**src/logic/vec_types_pkg.sv**
```systemverilog
// ==========================================================================
// Vector element types
// Width encoding, element and register types, register file geometry
// ==========================================================================

package vec_types_pkg;

  // ========================================================================
  // Element width encoding
  // ========================================================================

  typedef logic [1:0] sew_t;

  localparam sew_t SEW8     = 2'd0;
  localparam sew_t SEW16    = 2'd1;
  localparam sew_t SEW32    = 2'd2;
  // No element width maps to this one
  localparam sew_t SEW_RSVD = 2'd3;

  // ========================================================================
  // Register file geometry
  // ========================================================================

  localparam int NUM_REGS = 32;
  // 128-bit registers
  localparam int VLENB    = 16;

  // One register, byte addressable, byte 0 in the low bits
  typedef logic [VLENB-1:0][7:0] vreg_t;

  // Register number, wraps modulo NUM_REGS
  typedef logic [$clog2(NUM_REGS)-1:0] reg_idx_t;

  // Byte position inside a register
  typedef logic [$clog2(VLENB)-1:0] byte_idx_t;

  // Element value as seen on the ports, zero-extended
  typedef logic [31:0] elem_t;

  // Read value for a reserved width
  localparam elem_t BAD_ELEM = 32'hDED0_DED0;

endpackage

```
**src/logic/vrf_cfg_pkg.sv**
```systemverilog
// ==========================================================================
// Vector register file configuration
// Lane count, element offset and vector length sizes
// ==========================================================================

package vrf_cfg_pkg;

  // Elements handled per cycle on each operand
  localparam int LANES    = 2;

  // Offset reaches 128 byte elements across an 8-register group
  localparam int OFFSET_W = 7;

  typedef logic [OFFSET_W-1:0] offset_t;

  // One bit wider so vl can hold 128
  typedef logic [OFFSET_W:0] vl_t;

endpackage

```
**src/logic/vrf_elem_if.sv**
```systemverilog
// ==========================================================================
// Located element bundle
// Register index, byte position, width and raw offset of one element
// ==========================================================================

`timescale 1ns/10ps

interface vrf_elem_if
  import vec_types_pkg::*, vrf_cfg_pkg::*;
();

  // Register inside the group, already wrapped
  reg_idx_t  reg_idx;
  // First byte of the element in that register
  byte_idx_t byte_off;
  sew_t      sew;
  // Raw element offset, also the bit number in mask mode
  offset_t   elem_idx;

  modport locator (
    output reg_idx,
    output byte_off,
    output sew,
    output elem_idx
  );

  modport user (
    input  reg_idx,
    input  byte_off,
    input  sew,
    input  elem_idx
  );

endinterface

```
**src/logic/elem_locator.sv**
```systemverilog
// ==========================================================================
// Element locator
// Base register, width and element offset to register and byte position
// ==========================================================================

`timescale 1ns/10ps

module elem_locator
  import vec_types_pkg::*, vrf_cfg_pkg::*;
(
  input  reg_idx_t    base,
  input  sew_t        sew,
  input  offset_t     offset,
  vrf_elem_if.locator loc
);

  // Registers past the base, and byte start inside the register
  reg_idx_t  grp_step;
  byte_idx_t byte_pos;

  // Four, eight or sixteen elements fit in one register
  always_comb begin
    case (sew)
      SEW32: begin
        grp_step = offset[6:2];
        byte_pos = {offset[1:0], 2'b00};
      end
      SEW16: begin
        grp_step = {1'b0, offset[6:3]};
        byte_pos = {offset[2:0], 1'b0};
      end
      default: begin
        // SEW8, also the reserved code
        grp_step = {2'b00, offset[6:4]};
        byte_pos = offset[3:0];
      end
    endcase
  end

  // 5-bit sum, so the group wraps past v31 back to v0
  assign loc.reg_idx  = base + grp_step;
  assign loc.byte_off = byte_pos;

  // Width and raw offset go on for extraction and bit writes
  assign loc.sew      = sew;
  assign loc.elem_idx = offset;

endmodule

```
**src/flat_wrapper.sv**
```systemverilog
// flat-port wrapper written by rule: the top's interface ports become plain ports
module elem_locator_flat import vec_types_pkg::*, vrf_cfg_pkg::*;
  (base, sew, offset, loc_reg_idx, loc_byte_off, loc_sew, loc_elem_idx);
  vrf_elem_if loc_i ();
  input  reg_idx_t base;
  input  sew_t sew;
  input  offset_t offset;
  output wire logic [$bits(loc_i.reg_idx)-1:0] loc_reg_idx;
  output wire logic [$bits(loc_i.byte_off)-1:0] loc_byte_off;
  output wire logic [$bits(loc_i.sew)-1:0] loc_sew;
  output wire logic [$bits(loc_i.elem_idx)-1:0] loc_elem_idx;
  assign loc_reg_idx = loc_i.reg_idx;
  assign loc_byte_off = loc_i.byte_off;
  assign loc_sew = loc_i.sew;
  assign loc_elem_idx = loc_i.elem_idx;
  elem_locator u_core (.base(base), .sew(sew), .offset(offset), .loc(loc_i));
endmodule
```
**config.mk**
```make
export PLATFORM = sky130hd
export DESIGN_NAME = elem_locator_flat
export DESIGN_NICKNAME = d
export VERILOG_FILES = /design/src/logic/vec_types_pkg.sv /design/src/logic/vrf_cfg_pkg.sv /design/src/logic/vrf_elem_if.sv /design/src/logic/elem_locator.sv /design/src/flat_wrapper.sv
export SDC_FILE = /design/constraint.sdc
export NUM_CORES = 1
export LEC_CHECK = 0
export BUFFER_PORTS_ARGS = -buffer_cell sky130_fd_sc_hd__buf_4
export CORE_AREA = 4 4 41 43
export DETAILED_ROUTE_END_ITERATION = 12
export DIE_AREA = 0 0 45 47
export PLACE_DENSITY = 0.58
export SETUP_SLACK_MARGIN = 0.15
export SLEW_MARGIN = 15
export SYNTH_ARGS = -nofsm -noshare
export SYNTH_HDL_FRONTEND = slang
export SYNTH_SLANG_ARGS = --single-unit
```
**constraint.sdc**
```tcl
create_clock -name vclk -period 3.39
set_input_delay 0.1695 -clock vclk [all_inputs]
set_output_delay 0.1695 -clock vclk [all_outputs]
set_load 0.02 [all_outputs]
```
======== Word level (Yosys, flattened, before mapping) ========
Index checks and enable logic that the tools add are counted.
word-level totals
  flip-flop bits (word level) ............. 0
  output and inout bits ................... 18
  logic and storage cells ................. 5
operators by class
  $add $sub $neg .......................... 1
  equality and inequality tests ........... 2
  muxes and demuxes ....................... 2
operators with widths
  operator              number
  $pmux W5 S2           1
  $pmux W4 S2           1
  $add A5 B5 Y5         1
  $eq A2 B1 Y1 const B  1
  $eq A2 B2 Y1 const B  1

======== Longest topological paths before layout ========
  depth in word-level cells ............... 3
  depth in mapped cells ................... 10

======== Worst setup path after synthesis ========
Ideal clock, no wire load.
  path type ............................... input to output
  start ................................... input port sew[0]
  end ..................................... output port loc_reg_idx[4]
  data arrival time ....................... 1974 ps
  path slack .............................. 1246 ps
  stages .................................. 10
  buffers on the path ..................... 1
  path through ............................ inv_1 > ha_1 > buf_2 > nand2_1 > o21ai_0 > ha_1 > fa_1 > a21o_1 > a21oi_1 > xnor2_1
between the ends
  word-level cells in the longest chain between the ends .. 3
  elaborated cells on any way between the ends .. 4
RTL lines
  item                                          RTL line            source
  from (decl)                                   flat_wrapper.sv:6   input sew_t sew;
  $eq A2 B1 Y1 or $eq A2 B2 Y1 (tied branches)  elem_locator.sv:23  case (sew)
  $pmux W5 S2 (*)                               elem_locator.sv:23
  $add A5 B5 Y5 (*)                             elem_locator.sv:41  assign loc.reg_idx = base + grp_step;
  to (decl)                                     flat_wrapper.sv:8   output wire logic [$bits(loc_i.reg_idx)-1:0] loc_reg_idx;
Mark *: on every way between the ends. The rest lies on a longest branch, timed or not.

======== Final worst setup path ========
Ends and elaborated chain as after synthesis.

==> results.tsv <==
stage	metric	value	unit
critical_path	cp_max_fo	15	
critical_path	arrival	2.20	ns
run_status	status	finished clean	
floorplan	core	1300	um2
synth	syn_inst	49	
routing	drc	0	
min_path	hold_path_class	primary input to output pin	
final_layout	fin_nets	94	
global_routing	grt.total_usage	0.0867	
routing	wl_per_cell	10.3	um
routing	ant_nets	0	
timing	fmax	422	MHz
synth	synth_area_leader_cell	ha_1	
cts	hold_buffers	0	
final_layout	seqCellArea	0	um2
pwr	leakagePower	0.294	nW
placed_design	portBuffers	32	
timing	setup_viol	0	
synth	syn_area	354	um2
global_routing	antenna_found_initial	0	
floorplan	initial_core_util	0.272	
floorplan	fp.dieH	47	um
critical_path	crit_path_end_kind	output pin	
synth	seq_area_frac_synth	0	
floorplan	die_w	45	um
cts	cts-resized-gates	0	
final_layout	design.seq.count	0	
routing	drt_pass1_iterations	4	
pwr	ir_worst_vdd	0.0872	mV
synth	synthTopCellsByArea	ha_1, buf_4, a22oi_1, o21ai_0, nand2_1	
timing	hold_viol	0	
synth	synth_cell_type_count	15	
synth	netlist.area_leader.share	0.212	
timing	worst_pin_slew	0.350	ns
cts	postCtsSetupBuffers	0	
pwr	powerDensity	241	nW/um2
critical_path	worstSetupStartpointType	primary input	
final_layout	drive_gt1_frac	0.451	
floorplan	rows	13	
synth	avgSynthCellArea	7.23	um2
timing	fin_setup_tns	0	ns
synth	syn_nets	70	
global_routing	grt_max_degree	16	
critical_path	worst_ep_required_time	3.22	ns
final_layout	n_clock_buffer	0	
routing	vias	400	
final_layout	syn2layout_area_growth	52.6	%
pwr	power.total	0.130	mW
floorplan	dieArea	2120	um2
routing	via_per_inst	4.65	
timing	period_needed	2.37	ns
synth	ys_warn_count	0	
timing	rsz0062_at_grt	no	
global_routing	grt_pass1_wl	1.48	mm
floorplan	io_pins	32	
timing	slew_viol_final	0	
global_routing	overflow	0	
routing	first_iter_violations	12	
critical_path	crit_type	primary input to output pin	
routing	routed_wl	887	um
timing	slew_headroom	0.764	
final_layout	n_antenna_cell	0	
timing	period_share	0.699	
global_routing	first_global_vias	374	
placed_design	place.gp.congestion	0.699	
run	max_cap_violations	0	
[metrics by stage]
| stage | cells | setup slack [ns] | cell area (um2) | hold slack (ns) | util |
|---|---|---|---|---|---|
| 2_1_floorplan | 49 | 1.25 | 354 | 0.452 | - |
| 3_3_place_gp | 86 | 1.04 | 541 | 0.557 | 0.415 |
| 3_5_place_dp | 86 | 1.01 | 541 | 0.560 | 0.415 |
| 4_1_cts | 86 | 0.998 | 541 | 0.560 | 0.415 |
| 5_1_grt | 86 | 0.825 | 541 | 0.572 | 0.415 |
| 6_report | 86 | 1.02 | 541 | 0.559 | 0.415 |
[cells by family after synthesis]
family,Yosys count,share of synthesized area
adder cells (fa/ha/maj),7,0.269
XOR/XNOR,4,0.0990
AO/OA/AOI/OAI,16,0.283
AND/OR/NAND/NOR,10,0.124
buffers and inverters,12,0.226
[final timing paths]
| kind | from | end | depth (start not counted) |
|---|---|---|---|
| hold / removal | sew[1] | loc_sew[1] | 2 |
| setup / recovery | sew[0] | loc_reg_idx[4] | 10 |
[layer usage]
layer / global-route usage / share of wire / vias up
met1: 0.115 / 0.43 / 174
met2: 0.155 / 0.46 / 18
met3: 0.0153 / 0.11 / 0
met5: 0 / 0 / -
li1: - / - / 208
met4: 0 / 0 / 0
[cells in the mapped netlist (all sizes together)]
master	number
xor2	1
and2	1
inv	2
ha	6
o21ai	6
a21oi	2
a22oi	6
xnor2	3
buf	10
a21o	2
nor2	1
nand2	7
fa	1
nand3b	1
[layout by cell type (no fill, tap or decap)]
cell and n:
nor2_1 1, o21ai_0 6, nand3b_1 1, ha_1 6
a21o_1 2, and2_1 1, a22oi_1 6, xnor2_1 3
fa_1 1, buf_4 32, inv_1 2, nand2_1 7
xor2_1 1, a21oi_1 2
[worst max-delay path: stages]
cell and delay, ns:
buf_4 0.09, inv_1 0.04, ha_1 0.49, o21ai_0 0.15, ha_1 0.22, fa_1 0.40
a21o_1 0.17, a21oi_1 0.17, xnor2_1 0.14, buf_4 0.16
[cell type report]
cell class / count / area (um2)
fillers: 151 / 761
multi-input cells: 37 / 274
repair buffers: 32 / 240
well taps: 15 / 18.8
inverters: 2 / 7.51
[report_power, final]
group          switching [mW]  internal [mW]  leakage [nW]  total, mW
logic                  0.0692         0.0610         0.294      0.130
registers                   0              0             0          0
clock network               0              0             0          0
total                  0.0692         0.0610         0.294      0.130
Note: power is estimated with default switching activity, not from simulation.
