--- config.mk ---
export PLATFORM = sky130hd
export DESIGN_NAME = elem_extract_flat
export DESIGN_NICKNAME = d
export VERILOG_FILES = /design/src/logic/vec_types_pkg.sv /design/src/logic/vrf_cfg_pkg.sv /design/src/logic/vrf_elem_if.sv /design/src/logic/elem_extract.sv /design/src/flat_wrapper.sv
export SDC_FILE = /design/constraint.sdc
export NUM_CORES = 1
export LEC_CHECK = 0
export BUFFER_PORTS_ARGS = -buffer_cell sky130_fd_sc_hd__buf_2
export CORE_MARGIN = 5
export CORE_UTILIZATION = 40
export DETAILED_ROUTE_END_ITERATION = 7
export GPL_ROUTABILITY_DRIVEN = 0
export PLACE_DENSITY = 0.79
export SKIP_LAST_GASP = 1
export SLEW_MARGIN = 20
export SYNTH_ARGS = -nofsm -noshare
export SYNTH_HDL_FRONTEND = slang
export SYNTH_SLANG_ARGS = --single-unit
--- constraint.sdc ---
create_clock -name vclk -period 3.35
set_clock_uncertainty 0.2 [all_clocks]
set_input_delay 0.67 -clock vclk [all_inputs]
set_output_delay 0.67 -clock vclk [all_outputs]
set_load 0.005 [all_outputs]
--- src/logic/vec_types_pkg.sv ---
// ==========================================================================
// Vector element types
// Width encoding, element and register types, register file geometry
// ==========================================================================

package vec_types_pkg;

  // ========================================================================
  // Element width encoding
  // ========================================================================

  typedef logic [1:0] sew_t;

  localparam sew_t SEW8     = 2'd0;
  localparam sew_t SEW16    = 2'd1;
  localparam sew_t SEW32    = 2'd2;
  // No element width maps to this one
  localparam sew_t SEW_RSVD = 2'd3;

  // ========================================================================
  // Register file geometry
  // ========================================================================

  localparam int NUM_REGS = 32;
  // 128-bit registers
  localparam int VLENB    = 16;

  // One register, byte addressable, byte 0 in the low bits
  typedef logic [VLENB-1:0][7:0] vreg_t;

  // Register number, wraps modulo NUM_REGS
  typedef logic [$clog2(NUM_REGS)-1:0] reg_idx_t;

  // Byte position inside a register
  typedef logic [$clog2(VLENB)-1:0] byte_idx_t;

  // Element value as seen on the ports, zero-extended
  typedef logic [31:0] elem_t;

  // Read value for a reserved width
  localparam elem_t BAD_ELEM = 32'hDED0_DED0;

endpackage

--- src/logic/vrf_cfg_pkg.sv ---
// ==========================================================================
// Vector register file configuration
// Lane count, element offset and vector length sizes
// ==========================================================================

package vrf_cfg_pkg;

  // Elements handled per cycle on each operand
  localparam int LANES    = 2;

  // Offset reaches 128 byte elements across an 8-register group
  localparam int OFFSET_W = 7;

  typedef logic [OFFSET_W-1:0] offset_t;

  // One bit wider so vl can hold 128
  typedef logic [OFFSET_W:0] vl_t;

endpackage

--- src/logic/vrf_elem_if.sv ---
// ==========================================================================
// Located element bundle
// Register index, byte position, width and raw offset of one element
// ==========================================================================

`timescale 1ns/10ps

interface vrf_elem_if
  import vec_types_pkg::*, vrf_cfg_pkg::*;
();

  // Register inside the group, already wrapped
  reg_idx_t  reg_idx;
  // First byte of the element in that register
  byte_idx_t byte_off;
  sew_t      sew;
  // Raw element offset, also the bit number in mask mode
  offset_t   elem_idx;

  modport locator (
    output reg_idx,
    output byte_off,
    output sew,
    output elem_idx
  );

  modport user (
    input  reg_idx,
    input  byte_off,
    input  sew,
    input  elem_idx
  );

endinterface

--- src/logic/elem_extract.sv ---
// ==========================================================================
// Element extractor
// Picks and zero-extends one element of a register and its v0 mask bit
// ==========================================================================

`timescale 1ns/10ps

module elem_extract
  import vec_types_pkg::*;
(
  vrf_elem_if.user loc,
  input  vreg_t    word,
  input  vreg_t    v0,
  output elem_t    data,
  output logic     mask
);

  // Element bytes at their located position
  logic [3:0][7:0] bytes4;
  logic [1:0][7:0] bytes2;
  logic [7:0]      byte1;

  assign bytes4 = word[loc.byte_off +: 4];
  assign bytes2 = word[loc.byte_off +: 2];
  assign byte1  = word[loc.byte_off];

  // Zero-extend to the 32-bit port
  always_comb begin
    case (loc.sew)
      SEW32:   data = bytes4;
      SEW16:   data = {16'h0000, bytes2};
      SEW8:    data = {24'h00_0000, byte1};
      default: data = BAD_ELEM;
    endcase
  end

  // One mask bit per element, element n at bit n of v0
  assign mask = v0[loc.elem_idx[6:3]][loc.elem_idx[2:0]];

endmodule

--- src/flat_wrapper.sv ---
// flat-port wrapper written by rule: the top's interface ports become plain ports
module elem_extract_flat import vec_types_pkg::*;
  (word, v0, data, mask, loc_reg_idx, loc_byte_off, loc_sew, loc_elem_idx);
  vrf_elem_if loc_i ();
  input  vreg_t word;
  input  vreg_t v0;
  output elem_t data;
  output logic mask;
  input wire logic [$bits(loc_i.reg_idx)-1:0] loc_reg_idx;
  input wire logic [$bits(loc_i.byte_off)-1:0] loc_byte_off;
  input wire logic [$bits(loc_i.sew)-1:0] loc_sew;
  input wire logic [$bits(loc_i.elem_idx)-1:0] loc_elem_idx;
  assign loc_i.reg_idx = loc_reg_idx;
  assign loc_i.byte_off = loc_byte_off;
  assign loc_i.sew = loc_sew;
  assign loc_i.elem_idx = loc_elem_idx;
  elem_extract u_core (.loc(loc_i), .word(word), .v0(v0), .data(data), .mask(mask));
endmodule
; ---- Yosys cells after proc, flatten, opt, wreduce, memory -nomap -nowiden
; Cells that the tools add are included.
[classes]
n_lt_le_gt_ge = 3
eq_ne = 2
n_shift = 16
n_mux = 7
n_reduce_logical = 1
[ops]
columns = cell, count
row1 = 16-bit by 5-bit variable part select with 2-bit output, 8
row2 = 16-bit by 5-bit variable part select with 4-bit output, 8
row3 = 32-bit one-hot mux with 3 select lines, 1
row4 = 8-bit binary-select mux with 4-bit select, 2
row5 = 8-bit two-way mux, 2
row6 = 4-bit by 5-bit less-than comparator with 1-bit output (second input constant), 2
row7 = 3-bit by 4-bit less-than comparator with 1-bit output (second input constant), 1
row8 = 1-bit binary-select mux with 3-bit select, 1
row9 = 2-bit by 1-bit equality test with 1-bit output (second input constant), 1
row10 = 2-bit equality test (second input constant), 1
row11 = 2-bit logical NOT, 1
row12 = 1-bit two-way mux, 1
[word_totals]
input_bits = 274
elab_cells = 29
register_bits = 0

; ---- Logic depth before layout (Yosys ltp)
[logic_depth]
ltp_word = 4
depth_mapped = 9

; ---- Worst setup path before layout
; OpenSTA, ideal clock, no wires.
[synth_path]
path_type = input port to output port
start = in loc_elem_idx[4]
end = out mask
t_arrival_ns = 2.174
n_path_buf = 1
setup_slack_ns = 0.306
path_stages = 6
cell_sequence = buf_6 > mux4_1 > mux4_2 > and3b_1 > a31oi_1 > nand4_1
[synth_between]
elab_chain_len = 4
[synth_lines]
columns = item, line
row1 = from (decl), flat_wrapper.sv:12  ; input wire logic [$bits(loc_i.elem_idx)-1:0] loc_elem_idx;
row2 = 8-bit binary-select mux with 4-bit select, elem_extract.sv:38  ; assign mask = v0[loc.elem_idx[6:3]][loc.elem_idx[2:0]];
row3 = 8-bit two-way mux (not written as such), elem_extract.sv:38
row4 = 1-bit binary-select mux with 3-bit select, elem_extract.sv:38
row5 = 1-bit two-way mux (not written as such), elem_extract.sv:38
row6 = to (decl), flat_wrapper.sv:8  ; output logic mask;
; Every way passes these cells. The select of a mux whose other input is x is not followed.

; ---- Final worst setup path
; Same ends and word-level chain as after synthesis.

==> impl_metrics.py <==
metrics = {
    "placement": {
        "dp_hpwl_um": 17160,
        "dpl_worst_slack_ns": -0.1296,
        "dpl_cell_area_um2": 6728,
        "io_buffer_count": 302,
    },
    "route": {
        "via_count": 5995,
        "drtIter0Drc": 511,
        "vias_per_cell": 6.384,
        "avgRoutedWirePerCell_um": 21.70,
        "ant_nets": 0,
        "first_pass_iters": 5,
        "wl_um": 20380,
        "drc": 0,
    },
    "yosys": {
        "yosysTopAreaCell": "mux4_2",
        "yosys-top-cells-area": "mux4_2 (39%), mux2i_1 (18%), mux4_1 (3.7%)",
        "avgSynthCellArea_um2": 9.737,
        "syn-instance-count": 504,
        "synth_cell_type_count": 48,
        "yosysTopAreaCellShare": 0.3901,
        "ys_seq_area_frac": 0,
        "synth_fp_nets": 778,
        "synth_area_um2": 4907,
        "yosysWarnings": 0,
    },
    "cells_and_area": {
        "fin_nets": 1066,
        "register_area_um2": 0,
        "area_growth_pct": 37.79,
        "layout_commonest_cell": "buf_2",
        "drive_gt1_frac": 0.5785,
        "final_cell_mix": "buf_2 (299), mux2i_1 (89), mux4_2 (88)",
        "design.seq.count": 0,
        "postLayoutCellArea_um2": 6761,
        "clock_buffers": 0,
    },
    "min_path": {
        "hp-start": "loc_elem_idx[2]",
        "min_path_type": "in -> out",
        "min_to": "mask",
        "whs_path_depth": 4,
    },
    "worst_setup_path": {
        "cp_max_fo": 6,
        "critPathLaunchType": "input port",
        "crit_arrival_ns": 2.45,
        "path_class": "in -> out",
        "crit_required_ns": 2.48,
        "end_kind": "output port",
    },
    "sta": {
        "slew_viol_final": 0,
        "tightest_slew_ns": 0.5151,
        "hold_viol": 0,
        "hold_slack_ns": 1.589,
        "setup_tns_ns": 0,
        "setup_violations": 0,
        "maxSlewHeadroom": 0.6557,
        "rsz0062_at_grt": "no",
        "period_share": 0.9900,
        "worst_slack_ns": 0.03355,
        "min_period_ns": 3.316,
        "fmax_ghz": 0.3015,
    },
    "global_route": {
        "grt_usage": 0.2615,
        "grt_pass1_wl_um": 31050,
        "globalRoute.totalOverflow": 0,
        "antenna_found_initial": 3,
        "grt_pass1_vias": 5963,
        "grt_max_degree": 32,
    },
    "power_and_ir_drop": {
        "power_w": 0.0009407,
        "power_density_nw_per_um2": 139.1,
        "ir_drop_mv": 0.09072,
        "leakage_nw": 3.108,
    },
    "die": {
        "dieArea_um2": 14580,
        "ioPinCount": 307,
        "core-area_um2": 12010,
        "chipHeight_um": 120.8,
        "fp.dieW_um": 120.8,
        "initial_core_util": 0.4085,
        "rows": 40,
    },
    "run": {
        "drv_cap": 0,
    },
    "outcome": {
        "outcome": "finished clean",
    },
}
[per-layer routing]
| layer | routed length (um) | up-vias | GRT usage | part of all wire |
|---|---|---|---|---|
| li1 | - | 2688 | - | - |
| met1 | 7123 | 2855 | 0.3017 | 0.35 |
| met2 | 10670 | 390 | 0.4852 | 0.52 |
| met3 | 1901 | 60 | 0.04210 | 0.093 |
| met4 | 676 | 2 | 0.09419 | 0.033 |
| met5 | 8 | - | 0 | 0.00039 |
[cells in the mapped netlist, types with 2 or more instances]
cell	instances
a2111oi_0	3
a211oi_1	17
a21oi_1	17
a221oi_1	5
a311oi_1	2
a31oi_1	7
and2_1	2
and3b_1	2
buf_1	3
buf_2	22
buf_4	15
clkbuf_1	23
inv_1	2
mux2_2	12
mux2i_1	89
mux4_1	7
mux4_2	85
nand2_1	48
nand2b_1	2
nand3_1	6
nand3b_1	2
nand4_1	2
nand4b_1	2
nor2_1	23
nor2b_1	12
nor3_1	6
nor4_1	3
o21a_1	3
o21ai_0	30
o221a_2	2
o221ai_1	15
o22ai_1	9
o2bb2ai_1	6
o311ai_0	2
o31a_1	3
o31ai_1	3
[final cells by class]
type | count | area (um2)
tap | 147 | 183.9
fill | 1091 | 5250
antenna | 2 | 5.005
multi-input combinational | 437 | 4567
timing repair buffer | 350 | 1994
inverter | 3 | 11.26
[worst max-delay path: stages]
cell and delay, ns:
buf_6 0.11, mux4_2 0.49, mux4_2 0.49, and3b_1 0.19, a31oi_1 0.17, nand4_1 0.16, buf_2 0.16
[stage by stage]
step	instances	util
CTS	937	0.5601
global placement	937	0.5601
finish	939	0.5629
floorplan	504	-
detailed placement	937	0.5601
global route	939	0.5629
[worst max-delay path by stage]
stage | endpoint | depth (start not counted) | startpoint | slack, ns
2_1_floorplan | mask | 6 | loc_elem_idx[4] | 0.31
3_3_place_gp | mask | 7 | loc_elem_idx[4] | -0.06
3_5_place_dp | data[0] | 7 | loc_byte_off[0] | -0.13
4_1_cts | data[11] | 7 | loc_byte_off[0] | 0.03
5_1_grt | mask | 7 | loc_elem_idx[4] | 0.008
6_report | mask | 7 | loc_elem_idx[4] | 0.03
[cells by family (layout without fill, tap and decap cells)]
group,Yosys count,count (layout),share of synthesized area
other,0,2,0
xor gates and xnor gates,1,1,0.001785
and+or+nand+nor,114,114,0.1107
buffers and inverters,67,353,0.06986
AOI/OAI and AO/OA,129,129,0.1810
muxes,193,193,0.6367
[power by group]
| group | switching [W] | total, W | internal, W | leakage [nW] |
|---|---|---|---|---|
| clock | 0 | 0.0000000000801 | 0.0000000000801 | 0.0000127 |
| combinational | 0.000431 | 0.000941 | 0.000509 | 3.11 |
| sequential | 0 | 0 | 0 | 0 |
[repair_timing]
item                       in CTS  in global routing
setup endpoints to repair       2                  9
setup buffers                   0                  0
pin swaps                       1                  0
hold buffers                    0                  0
gates resized for setup         7                  8
No activity file was read; power rests on OpenSTA's default activity.
